==> config.mk <==
export PLATFORM = sky130hd
export DESIGN_NAME = scalar_fixed_unit
export DESIGN_NICKNAME = d
export VERILOG_FILES = /design/src/source/scalar_ctrl_pkg.sv /design/src/source/scalar_data_pkg.sv /design/src/source/scalar_fixed_adder.sv /design/src/source/scalar_fixed_divider.sv /design/src/source/scalar_fixed_multiplier.sv /design/src/source/scalar_fixed_unit.sv
export VERILOG_INCLUDE_DIRS = /design/src /design/src/source
export SDC_FILE = /design/constraint.sdc
export NUM_CORES = 2
export LEC_CHECK = 0
export BUFFER_PORTS_ARGS = -buffer_cell sky130_fd_sc_hd__buf_4
export CAP_MARGIN = 20
export CORE_MARGIN = 3
export CORE_UTILIZATION = 35
export DETAILED_ROUTE_END_ITERATION = 10
export PLACE_DENSITY_LB_ADDON = 0.3
export SYNTH_ARGS = -nofsm -noshare
export SYNTH_HDL_FRONTEND = slang
export SYNTH_HIERARCHICAL = 1
export SYNTH_SLANG_ARGS = --single-unit
==> constraint.sdc <==
create_clock -name CLK -period 21.1 [get_ports CLK]
set_input_delay 4.22 -clock CLK [delete_from_list [all_inputs] [get_ports CLK]]
set_output_delay 4.22 -clock CLK [all_outputs]
set_load 0.005 [all_outputs]
==> src/source/scalar_arith_defines.svh <==
/* Word and fraction widths and saturation limits
   for the Q16.16 scalar arithmetic unit */

`ifndef SCALAR_ARITH_DEFINES_SVH
`define SCALAR_ARITH_DEFINES_SVH

///////////////////////////////////////////////////////////////////////
// Word format
///////////////////////////////////////////////////////////////////////

// Full signed word width
`define SCALAR_DATA_SIZE 32

// Fraction bits below the binary point
`define SCALAR_FRAC_SIZE 16

///////////////////////////////////////////////////////////////////////
// Saturation limits
///////////////////////////////////////////////////////////////////////

// Largest positive value, just under 32768.0
`define SCALAR_MAX_POS 32'sh7fff_ffff

// Most negative value, exactly -32768.0
`define SCALAR_MAX_NEG 32'sh8000_0000

`endif

==> src/source/scalar_ctrl_pkg.sv <==
/* Control types of the scalar unit: opcode
   and the state encodings of each block */

package scalar_ctrl_pkg;

  ///////////////////////////////////////////////////////////////////////
  // Opcodes
  ///////////////////////////////////////////////////////////////////////

  typedef enum logic [1:0] {
    OP_ADD = 2'b00,
    OP_SUB = 2'b01,
    OP_MUL = 2'b10,
    OP_DIV = 2'b11
  } opcode_t;

  ///////////////////////////////////////////////////////////////////////
  // States
  ///////////////////////////////////////////////////////////////////////

  // Two-step FSM of adder and multiplier
  typedef enum logic {
    STARTER_STATE = 1'b0,
    ENDER_STATE   = 1'b1
  } step_state_t;

  // Divider FSM
  // Literals share the package scope, hence the prefix on the last one
  typedef enum logic [1:0] {
    IDLE_STATE      = 2'b00,
    ITERATE_STATE   = 2'b01,
    DIV_ENDER_STATE = 2'b10
  } divider_state_t;

endpackage

==> src/source/scalar_data_pkg.sv <==
/* Data types of the scalar unit: fixed-point word,
   operand pair and result with overflow flag */

`include "scalar_arith_defines.svh"

package scalar_data_pkg;

  ///////////////////////////////////////////////////////////////////////
  // Fixed-point word
  ///////////////////////////////////////////////////////////////////////

  // Signed Q16.16 value
  typedef logic signed [`SCALAR_DATA_SIZE-1:0] fixed_t;

  ///////////////////////////////////////////////////////////////////////
  // Bundles
  ///////////////////////////////////////////////////////////////////////

  // Operand pair, a sits in the upper half
  typedef struct packed {
    fixed_t a;
    fixed_t b;
  } operands_t;

  // Result word plus overflow flag, 33 bits
  typedef struct packed {
    fixed_t data;
    logic   overflow;
  } result_t;

endpackage

==> src/source/scalar_fixed_adder.sv <==
/* Two-step Q16.16 adder and subtractor
   with signed saturation */

`timescale 1ns/100ps

`include "scalar_arith_defines.svh"

module scalar_fixed_adder (
  input  logic                       CLK,
  input  logic                       RST,
  input  logic                       START,
  input  logic                       SUBTRACT,
  input  scalar_data_pkg::operands_t OPERANDS,
  output logic                       READY,
  output scalar_data_pkg::result_t   RESULT
);

  // One guard bit above the word
  localparam int SUM_SIZE = `SCALAR_DATA_SIZE + 1;

  ///////////////////////////////////////////////////////////////////////
  // Signals
  ///////////////////////////////////////////////////////////////////////

  scalar_ctrl_pkg::step_state_t adder_fsm;

  // Latched operands and operation
  scalar_data_pkg::fixed_t data_a;
  scalar_data_pkg::fixed_t data_b;
  logic                    subtract_int;

  // Sign-extended operands and raw sum
  logic [SUM_SIZE-1:0] ext_a;
  logic [SUM_SIZE-1:0] ext_b;
  logic [SUM_SIZE-1:0] sum;

  scalar_data_pkg::result_t sum_result;

  ///////////////////////////////////////////////////////////////////////
  // Datapath
  ///////////////////////////////////////////////////////////////////////

  assign ext_a = {data_a[`SCALAR_DATA_SIZE-1], data_a};
  assign ext_b = {data_b[`SCALAR_DATA_SIZE-1], data_b};
  assign sum   = subtract_int ? ext_a - ext_b : ext_a + ext_b;

  // Guard bit differs from word MSB on overflow
  always_comb begin
    if (sum[SUM_SIZE-1] != sum[SUM_SIZE-2]) begin
      sum_result.overflow = 1'b1;
      // Guard bit holds the true sign
      sum_result.data     = sum[SUM_SIZE-1] ? `SCALAR_MAX_NEG : `SCALAR_MAX_POS;
    end else begin
      sum_result.overflow = 1'b0;
      sum_result.data     = sum[`SCALAR_DATA_SIZE-1:0];
    end
  end

  // Operand capture on accepted START
  always_ff @(posedge CLK) begin
    if (adder_fsm == scalar_ctrl_pkg::STARTER_STATE && START) begin
      data_a       <= OPERANDS.a;
      data_b       <= OPERANDS.b;
      subtract_int <= SUBTRACT;
    end
  end

  ///////////////////////////////////////////////////////////////////////
  // Control
  ///////////////////////////////////////////////////////////////////////

  always_ff @(posedge CLK or posedge RST) begin
    if (RST) begin
      READY     <= 1'b0;
      RESULT    <= '0;
      adder_fsm <= scalar_ctrl_pkg::STARTER_STATE;
    end else begin
      case (adder_fsm)
        scalar_ctrl_pkg::STARTER_STATE: begin
          // Step 0, wait for START
          READY <= 1'b0;
          if (START) begin
            adder_fsm <= scalar_ctrl_pkg::ENDER_STATE;
          end
        end
        scalar_ctrl_pkg::ENDER_STATE: begin
          // Step 1, publish result
          RESULT    <= sum_result;
          READY     <= 1'b1;
          adder_fsm <= scalar_ctrl_pkg::STARTER_STATE;
        end
      endcase
    end
  end

endmodule

==> src/source/scalar_fixed_divider.sv <==
/* Iterative restoring Q16.16 divider, one quotient bit
   per cycle, with saturation and divide-by-zero overflow */

`timescale 1ns/100ps

`include "scalar_arith_defines.svh"

module scalar_fixed_divider (
  input  logic                       CLK,
  input  logic                       RST,
  input  logic                       START,
  input  scalar_data_pkg::operands_t OPERANDS,
  output logic                       READY,
  output scalar_data_pkg::result_t   RESULT
);

  // Dividend widened by the fraction bits
  localparam int QUOT_SIZE  = `SCALAR_DATA_SIZE + `SCALAR_FRAC_SIZE;
  localparam int COUNT_SIZE = $clog2(QUOT_SIZE);
  localparam int LAST_STEP  = QUOT_SIZE - 1;

  ///////////////////////////////////////////////////////////////////////
  // Signals
  ///////////////////////////////////////////////////////////////////////

  scalar_ctrl_pkg::divider_state_t divider_fsm;
  logic [COUNT_SIZE-1:0]           step_count;

  // MAX_NEG magnitude still fits unsigned
  logic [`SCALAR_DATA_SIZE-1:0] mag_a;
  logic [`SCALAR_DATA_SIZE-1:0] mag_b;
  logic [`SCALAR_DATA_SIZE-1:0] divisor;

  // Sign bookkeeping
  logic negative;
  logic neg_dividend;
  logic div_zero;

  // Remainder stays below the divisor
  logic [`SCALAR_DATA_SIZE-1:0] remainder;
  // Dividend bits shift out the top and quotient bits in the bottom
  logic [QUOT_SIZE-1:0]         quotient;

  logic [`SCALAR_DATA_SIZE:0]   rem_shift;
  logic [`SCALAR_DATA_SIZE:0]   rem_diff;
  logic                         quot_bit;

  logic                         too_large;
  scalar_data_pkg::result_t     quot_result;

  ///////////////////////////////////////////////////////////////////////
  // Datapath
  ///////////////////////////////////////////////////////////////////////

  assign mag_a = OPERANDS.a[`SCALAR_DATA_SIZE-1] ? -OPERANDS.a : OPERANDS.a;
  assign mag_b = OPERANDS.b[`SCALAR_DATA_SIZE-1] ? -OPERANDS.b : OPERANDS.b;

  // One restoring step
  assign rem_shift = {remainder, quotient[QUOT_SIZE-1]};
  assign rem_diff  = rem_shift - {1'b0, divisor};
  assign quot_bit  = (rem_shift >= {1'b0, divisor});

  // Magnitude limit depends on result sign
  assign too_large = negative ?
    (quotient > {{(`SCALAR_FRAC_SIZE){1'b0}}, `SCALAR_MAX_NEG}) :
    (quotient > {{(`SCALAR_FRAC_SIZE){1'b0}}, `SCALAR_MAX_POS});

  always_comb begin
    if (div_zero) begin
      // Saturate toward the dividend sign
      quot_result.overflow = 1'b1;
      quot_result.data     = neg_dividend ? `SCALAR_MAX_NEG : `SCALAR_MAX_POS;
    end else if (too_large) begin
      quot_result.overflow = 1'b1;
      quot_result.data     = negative ? `SCALAR_MAX_NEG : `SCALAR_MAX_POS;
    end else begin
      quot_result.overflow = 1'b0;
      quot_result.data     = negative ? -quotient[`SCALAR_DATA_SIZE-1:0] :
                                         quotient[`SCALAR_DATA_SIZE-1:0];
    end
  end

  // Load on START and shift while iterating
  always_ff @(posedge CLK) begin
    if (divider_fsm == scalar_ctrl_pkg::IDLE_STATE && START) begin
      divisor      <= mag_b;
      negative     <= OPERANDS.a[`SCALAR_DATA_SIZE-1] ^ OPERANDS.b[`SCALAR_DATA_SIZE-1];
      neg_dividend <= OPERANDS.a[`SCALAR_DATA_SIZE-1];
      div_zero     <= (OPERANDS.b == '0);
      remainder    <= '0;
      quotient     <= {mag_a, {(`SCALAR_FRAC_SIZE){1'b0}}};
    end else if (divider_fsm == scalar_ctrl_pkg::ITERATE_STATE) begin
      // Restore by keeping the old remainder
      remainder <= quot_bit ? rem_diff[`SCALAR_DATA_SIZE-1:0] :
                              rem_shift[`SCALAR_DATA_SIZE-1:0];
      quotient  <= {quotient[QUOT_SIZE-2:0], quot_bit};
    end
  end

  ///////////////////////////////////////////////////////////////////////
  // Control
  ///////////////////////////////////////////////////////////////////////

  always_ff @(posedge CLK or posedge RST) begin
    if (RST) begin
      READY       <= 1'b0;
      RESULT      <= '0;
      step_count  <= '0;
      divider_fsm <= scalar_ctrl_pkg::IDLE_STATE;
    end else begin
      case (divider_fsm)
        scalar_ctrl_pkg::IDLE_STATE: begin
          READY <= 1'b0;
          if (START) begin
            step_count  <= '0;
            divider_fsm <= scalar_ctrl_pkg::ITERATE_STATE;
          end
        end
        scalar_ctrl_pkg::ITERATE_STATE: begin
          // 48 steps even for a zero divisor
          if (step_count == COUNT_SIZE'(LAST_STEP)) begin
            divider_fsm <= scalar_ctrl_pkg::DIV_ENDER_STATE;
          end else begin
            step_count <= step_count + COUNT_SIZE'(1);
          end
        end
        scalar_ctrl_pkg::DIV_ENDER_STATE: begin
          RESULT      <= quot_result;
          READY       <= 1'b1;
          divider_fsm <= scalar_ctrl_pkg::IDLE_STATE;
        end
        default: begin
          divider_fsm <= scalar_ctrl_pkg::IDLE_STATE;
        end
      endcase
    end
  end

endmodule

==> src/source/scalar_fixed_multiplier.sv <==
/* Two-step Q16.16 multiplier with fraction
   realignment and signed saturation */

`timescale 1ns/100ps

`include "scalar_arith_defines.svh"

module scalar_fixed_multiplier (
  input  logic                       CLK,
  input  logic                       RST,
  input  logic                       START,
  input  scalar_data_pkg::operands_t OPERANDS,
  output logic                       READY,
  output scalar_data_pkg::result_t   RESULT
);

  // Full product width
  localparam int PRODUCT_SIZE = 2 * `SCALAR_DATA_SIZE;

  ///////////////////////////////////////////////////////////////////////
  // Signals
  ///////////////////////////////////////////////////////////////////////

  scalar_ctrl_pkg::step_state_t multiplier_fsm;

  // Latched operands
  scalar_data_pkg::fixed_t data_a;
  scalar_data_pkg::fixed_t data_b;

  // Q32.32 product and its Q48.16 realignment
  logic signed [PRODUCT_SIZE-1:0] product;
  logic signed [PRODUCT_SIZE-1:0] shifted;

  // Upper bits must all equal the word sign
  logic fits;

  scalar_data_pkg::result_t product_result;

  ///////////////////////////////////////////////////////////////////////
  // Datapath
  ///////////////////////////////////////////////////////////////////////

  // Signed operands sign-extended to 64 bits
  assign product = PRODUCT_SIZE'(data_a) * PRODUCT_SIZE'(data_b);

  // Arithmetic shift floors toward minus infinity
  assign shifted = product >>> `SCALAR_FRAC_SIZE;

  assign fits = (&shifted[PRODUCT_SIZE-1:`SCALAR_DATA_SIZE-1]) ||
                ~(|shifted[PRODUCT_SIZE-1:`SCALAR_DATA_SIZE-1]);

  always_comb begin
    if (fits) begin
      product_result.overflow = 1'b0;
      product_result.data     = shifted[`SCALAR_DATA_SIZE-1:0];
    end else begin
      product_result.overflow = 1'b1;
      product_result.data     = shifted[PRODUCT_SIZE-1] ? `SCALAR_MAX_NEG : `SCALAR_MAX_POS;
    end
  end

  // Operand capture
  always_ff @(posedge CLK) begin
    if (multiplier_fsm == scalar_ctrl_pkg::STARTER_STATE && START) begin
      data_a <= OPERANDS.a;
      data_b <= OPERANDS.b;
    end
  end

  ///////////////////////////////////////////////////////////////////////
  // Control
  ///////////////////////////////////////////////////////////////////////

  always_ff @(posedge CLK or posedge RST) begin
    if (RST) begin
      READY          <= 1'b0;
      RESULT         <= '0;
      multiplier_fsm <= scalar_ctrl_pkg::STARTER_STATE;
    end else begin
      case (multiplier_fsm)
        scalar_ctrl_pkg::STARTER_STATE: begin
          // Step 0
          READY <= 1'b0;
          if (START) begin
            multiplier_fsm <= scalar_ctrl_pkg::ENDER_STATE;
          end
        end
        scalar_ctrl_pkg::ENDER_STATE: begin
          // Step 1 publishes the product
          RESULT         <= product_result;
          READY          <= 1'b1;
          multiplier_fsm <= scalar_ctrl_pkg::STARTER_STATE;
        end
      endcase
    end
  end

endmodule

==> src/source/scalar_fixed_unit.sv <==
/* Scalar unit top: opcode dispatch of START and
   result selection from adder, multiplier, divider */

`timescale 1ns/100ps

module scalar_fixed_unit (
  input  logic                       CLK,
  input  logic                       RST,
  input  logic                       START,
  input  scalar_ctrl_pkg::opcode_t   OPCODE,
  input  scalar_data_pkg::operands_t OPERANDS,
  output logic                       READY,
  output scalar_data_pkg::result_t   RESULT
);

  ///////////////////////////////////////////////////////////////////////
  // Signals
  ///////////////////////////////////////////////////////////////////////

  // Per-block strobes
  logic start_add;
  logic start_mul;
  logic start_div;
  logic subtract;

  logic ready_add;
  logic ready_mul;
  logic ready_div;

  scalar_data_pkg::result_t result_add;
  scalar_data_pkg::result_t result_mul;
  scalar_data_pkg::result_t result_div;

  // Block that finished last, OP_ADD also covers subtract
  scalar_ctrl_pkg::opcode_t last_op;
  scalar_ctrl_pkg::opcode_t result_sel;

  ///////////////////////////////////////////////////////////////////////
  // Dispatch
  ///////////////////////////////////////////////////////////////////////

  assign subtract  = (OPCODE == scalar_ctrl_pkg::OP_SUB);
  assign start_add = START && (OPCODE == scalar_ctrl_pkg::OP_ADD || subtract);
  assign start_mul = START && (OPCODE == scalar_ctrl_pkg::OP_MUL);
  assign start_div = START && (OPCODE == scalar_ctrl_pkg::OP_DIV);

  scalar_fixed_adder i_adder (
    .CLK      (CLK),
    .RST      (RST),
    .START    (start_add),
    .SUBTRACT (subtract),
    .OPERANDS (OPERANDS),
    .READY    (ready_add),
    .RESULT   (result_add)
  );

  scalar_fixed_multiplier i_multiplier (
    .CLK      (CLK),
    .RST      (RST),
    .START    (start_mul),
    .OPERANDS (OPERANDS),
    .READY    (ready_mul),
    .RESULT   (result_mul)
  );

  scalar_fixed_divider i_divider (
    .CLK      (CLK),
    .RST      (RST),
    .START    (start_div),
    .OPERANDS (OPERANDS),
    .READY    (ready_div),
    .RESULT   (result_div)
  );

  ///////////////////////////////////////////////////////////////////////
  // Completion
  ///////////////////////////////////////////////////////////////////////

  // Only one block runs, so at most one READY
  assign READY = ready_add | ready_mul | ready_div;

  // Finishing block wins, else keep the last one
  always_comb begin
    result_sel = last_op;
    if (ready_add) begin
      result_sel = scalar_ctrl_pkg::OP_ADD;
    end else if (ready_mul) begin
      result_sel = scalar_ctrl_pkg::OP_MUL;
    end else if (ready_div) begin
      result_sel = scalar_ctrl_pkg::OP_DIV;
    end
  end

  always_comb begin
    case (result_sel)
      scalar_ctrl_pkg::OP_MUL: RESULT = result_mul;
      scalar_ctrl_pkg::OP_DIV: RESULT = result_div;
      default:                 RESULT = result_add;
    endcase
  end

  // Holds RESULT steady between operations
  always_ff @(posedge CLK or posedge RST) begin
    if (RST) begin
      last_op <= scalar_ctrl_pkg::OP_ADD;
    end else begin
      last_op <= result_sel;
    end
  end

endmodule

After elaboration in Yosys (flattened, before gate mapping)
Index checks and enable logic that the tools add are counted. Widths: inputs -> output; s select.

$add $sub $neg: 7. $mul: 1. $lt $le $gt $ge: 3. Equal/unequal tests: 12. Multiplexer cells: 33. Bitwise operators: 6. Reduce and logical (&&, ||, !) cells: 18.

Operators with widths (number): $mux 32 (7); $mux 33 (5); $mux 48 (2); $neg 32->32 (3); $pmux 33 s2 (1); $mul 32x32->64 (1); $gt 48x31->1 const B (1); $gt 48x32->1 const B (1); $add 32x32->33 (1); $ge 33x32->1 (1); $sub 32x32->33 (1); $logic_not 32->1 (1); $sub 32x32->32 (1); $mux 31 (1); $reduce_and 17->1 (1); $reduce_or 17->1 (1); $mux 6 (2); $pmux 6 s2 (1); $eq 2x2->1 const B (5); $mux 2 (5); $pmux 1 s2 (5); $add 6x1->6 const B (1); $eq 6x6->1 const B (1); $logic_and 1x1->1 (6); 14 further kinds (25).

Register bits: 358. Input port bits: 69. Word-level logic and storage cells: 107.

Depth between registers and ports, before layout
Depth in word-level cells: 5. Mapped depth: 32.

Cells and area by module
Netlist, hierarchy kept.

Modules (own cells, without submodules): scalar_fixed_multiplier (instances 1, cells an instance 4129, area each 39794.4 µm², seq. area each 2797.7 µm²); scalar_fixed_divider (instances 1, cells an instance 1093, area each 9570.4 µm², seq. area each 4023.9 µm²); scalar_fixed_adder (instances 1, cells an instance 562, area each 5924.4 µm², seq. area each 2827.7 µm²); scalar_fixed_unit (instances 1, cells an instance 97, area each 795.8 µm², seq. area each 50.0 µm²).

Worst setup path after synthesis
OpenSTA, ideal clock, no wires.

Kind: register -> register. Start point: register i_multiplier.data_a[31]. End point: register i_multiplier/RESULT[10] (netlist name). Library setup time: 0.075 ns. Data arrival time: 8.965 ns. Data required time: 21.025 ns. Path slack: 12.060 ns. Cell stages (with the launch flop): 30. Buffers on the path: 4. Period minus slack after synthesis: 9.040 ns. Path through: edfxtp_1 > clkbuf_1 > nand2_1 > inv_1 > fa_1 > fa_1 > fa_1 > inv_1 > fa_1 > inv_1 > fa_1 > fa_1 > inv_1 > fa_1 > fa_1 > inv_1 > ha_1 > clkbuf_1 > a21oi_1 > or3b_1 > a21oi_1 > and4_4 > o31ai_1 > xnor2_1 > or3b_1 > or4_1 > o31a_1 > buf_6 > buf_6 > o2bb2ai_2.

Longest elaborated chain between the ends: 5.

Ends and longest elaborated chain: start, declared (RTL line scalar_fixed_multiplier.sv:27) `scalar_data_pkg::fixed_t data_a;`; start signal, assigned (RTL line scalar_fixed_multiplier.sv:65) `data_a <= OPERANDS.a;`; $mul 32x32->64 * (RTL line scalar_fixed_multiplier.sv:44) `assign product = PRODUCT_SIZE'(data_a) * PRODUCT_SIZE'(data_b);`; $reduce_or 17->1 (RTL line scalar_fixed_multiplier.sv:50) `` ~(|shifted[PRODUCT_SIZE-1:`SCALAR_DATA_SIZE-1]); ``; $not 1->1 (RTL line scalar_fixed_multiplier.sv:50); $logic_or 1x1->1 (RTL line scalar_fixed_multiplier.sv:49) `` assign fits = (&shifted[PRODUCT_SIZE-1:`SCALAR_DATA_SIZE-1]) || ``; $mux 33 * (RTL line scalar_fixed_multiplier.sv:53) `if (fits) begin`; end signal, assigned (RTL line scalar_fixed_multiplier.sv:90) `RESULT <= product_result;`; end, declared (RTL line scalar_fixed_multiplier.sv:14) `output scalar_data_pkg::result_t RESULT`.

Mark *: on every way between the ends. The rest lies on a longest branch, timed or not. A chain may end at the register's enable or synchronous reset.

Worst setup path after layout
Start point: register i_multiplier.data_a[31]. End point: register i_multiplier/RESULT[1] (netlist name).

Same word-level chain as after synthesis.

==> reports/metrics.cfg <==
[drt]
routedWlPerCell_um = 20.43
viasPerCell = 5.188
drtAntennaViolNets = 0
vias = 40970
first_pass_iters = 6
route.detailed.drc = 0
wl_um = 161300
first_iter_violations = 2843

[logic_synthesis]
ys_seq_elements = 358
avgSynthCellArea_sq_um = 9.537
ys_seq_area_share_pct = 17.29
synth_nets = 7282
synth-simple-area-share_pct = 15.66
ys.flop_type = edfxtp_1
muxShareOfSynthArea_pct = 0.3815
yosysUniqueCellTypes = 95
synth_top_family_by_area = adder cells
synth_fa_ha_area_share_pct = 44.23
syn_inst = 5881
synth_compound_area_share_pct = 9.530
yosysWarnings = 6
syn_area_sq_mm = 0.05609
synth_edf_count = 196
synth_xor_area_share_pct = 3.779
async_reset_ff_share_pct = 31.84

[worst_setup_path]
end_kind = register
cp-start-kind = register
setup.worst_path.class = register to register
arrival_ns = 10.54
critPathSlowestCell = fa_1
crit_family = adder cells
required_ns = 21.60
path_common_cell = fa_1
path_buf_inv = 7
cp_max_fo = 32
max_stage_delay_ns = 0.92

[layout]
final_cell_mix = 1083 x fa_1, 1006 x inv_1, 755 x nand2_1
fill_cells = 15850
multiInputGateArea_sq_mm = 0.04133
syn2layout_area_growth_pct = 7.632
mostFrequentLayoutCell = fa_1
final_net_count = 7193
layout-drive-gt1-share_pct = 5.290
register_area_sq_mm = 0.009699
final_cell_area_sq_mm = 0.06037

[global_route]
grt_max_degree = 67
grt.total_usage_pct = 19.96
grt_pass1_vias = 44150
grt_overflow_total = 0
grt_pass1_wl_um = 257700
antenna_found_initial = 13

[timing]
relSlewSlack_pct = 26.24
min_period_ns = 10.04
setup_viol = 0
finalCritPeriodShare_pct = 47.59
rsz0062_at_grt = false
slew_violations = 0
timing.fmax_ghz = 0.09958
worst_pin_slew_ns = 1.099
hold_slack_ns = 0.4561
final-hold-violation-count = 0
tns_ns = 0
fin_skew_ns = 0.01616

[clocking]
cts_resized = 0
clk_pin_slew_ns = 0.06
clockBufferDepth = 3
cts_setup_buffers = 0
clock_latency_ns = 0.58
cts.htree.levels = 2
hold_buffers = 0
root_buffer = clkbuf_16
cts_inserted_buffers = 39
numClockSinks = 358
cts_tree = done

[floorplanning]
core.rowCount = 146
dieArea_sq_mm = 0.1651
io_pins = 103
die_x_um = 406.3
fp.dieH_um = 406.3
initial_core_util_pct = 35.33
core_sq_mm = 0.1587

[outcome]
status = completed

[placed_design]
dpl-instance-area_sq_mm = 0.05885
dp_hpwl_um = 130500
gp_congestion = 0.9185
portBuffers = 102

[flow_run]
drv_cap = 0

[hold_path]
hold_path_class = register to register

cell families (layout without fill, tap and decap cells):
kind of cell | Yosys count | after routing
compound gates | 821 | 821
buf+inv | 1330 | 1271
flops | 358 | 358
xor+xnor | 239 | 239
simple gates | 1779 | 1779
mux | 21 | 21
fa+ha+maj | 1333 | 1333
other cells | 0 | 2
layout make-up:
class                           instances  share of cell area [%]
Clock inverter                         16                  0.4519
Inverter                             1008                   6.268
Clock buffer                           55                   1.907
Sequential cell                       358                   16.07
Timing Repair Buffer                  192                   2.537
Multi-Input combinational cell       4193                   68.47
Tap cell                             2072                   4.295
Antenna cell                            2                0.008291
registers in the layout (all words and copies together), names as in the netlist, 2 cells and up:
register and flops:
i_divider/divisor 32, i_multiplier/data_b 32, i_multiplier/data_a 32, i_adder/data_a 32, i_divider/divider_fsm 2, i_adder/RESULT 33
i_divider/remainder 32, i_multiplier/RESULT 33, i_divider/quotient 48, i_divider/step_count 6, i_adder/data_b 32, i_divider/RESULT 33
last_op 2
tightest hold or removal path, stage by stage, from the launching register on:
cell,delay (ns)
dfxtp_1,0.32
nand2_1,0.05
nand2_1,0.04
synthesized netlist by cell type, types with 34 or more instances:
cell / number / area share, %
clkbuf_1: 289 / 1.9
fa_1: 1083 / 39
o21ai_0: 214 / 1.9
o31ai_1: 34 / 0.46
o2bb2ai_1: 41 / 0.64
xor2_1: 102 / 1.6
nor2_1: 184 / 1.2
dfrtp_1: 114 / 5.1
a221o_1: 35 / 0.62
inv_1: 1007 / 6.7
nand2_1: 755 / 5.1
ha_1: 249 / 5.6
and3_1: 52 / 0.58
xnor2_1: 135 / 2.1
nand3_1: 41 / 0.37
dfxtp_1: 48 / 1.7
edfxtp_1: 196 / 10
nand4_1: 39 / 0.44
a21oi_1: 219 / 2.0
and2_1: 522 / 5.8
nor3_1: 50 / 0.45
layer usage:
metal  track usage (%)  part of all wire [%]  vias up
li1                  -                     -    18300
met1             27.09                    44    21390
met2             34.68                    49     1090
met3             1.708                   4.6      185
met4             4.479                   2.3        0
met5                 0                     0        -
path summary, 6_finish.rpt:
kind / startpoint / to / slack, ns / depth (start not counted)
hold reg to reg: i_divider/remainder[1]$_SDFFE_PP0P_ / i_divider/remainder[1]$_SDFFE_PP0P_ / 0.46 / 2
max in group asynchronous: RST / i_divider/step_count[5]$_DFFE_PP0P_ / 16.92 / 3
hold / removal: i_divider/remainder[1]$_SDFFE_PP0P_ / i_divider/remainder[1]$_SDFFE_PP0P_ / 0.46 / 2
setup / recovery: i_multiplier/data_a[31]$_DFFE_PP_ / i_multiplier/RESULT[1]$_DFFE_PP0P_ / 11.06 / 27
setup reg to reg: i_multiplier/data_a[31]$_DFFE_PP_ / i_multiplier/RESULT[1]$_DFFE_PP0P_ / 11.06 / 27
min in group asynchronous: RST / last_op[0]$_DFF_PP0_ / 3.52 / 2
stage by stage:
| stage | util [%] | setup WS, ns | cells |
|---|---|---|---|
| finish | 38.03 | 11.06 | 7896 |
| global route | 38.02 | 10.47 | 7894 |
| CTS | 37.97 | 10.92 | 7891 |
| detailed placement | 37.07 | 10.96 | 7820 |
| global placement | 37.04 | 11.14 | 7817 |
| floorplan | - | 12.06 | 5881 |
Power is not shown: default switching activity piles up to over one toggle a cycle in this logic, so the estimate is an artifact.
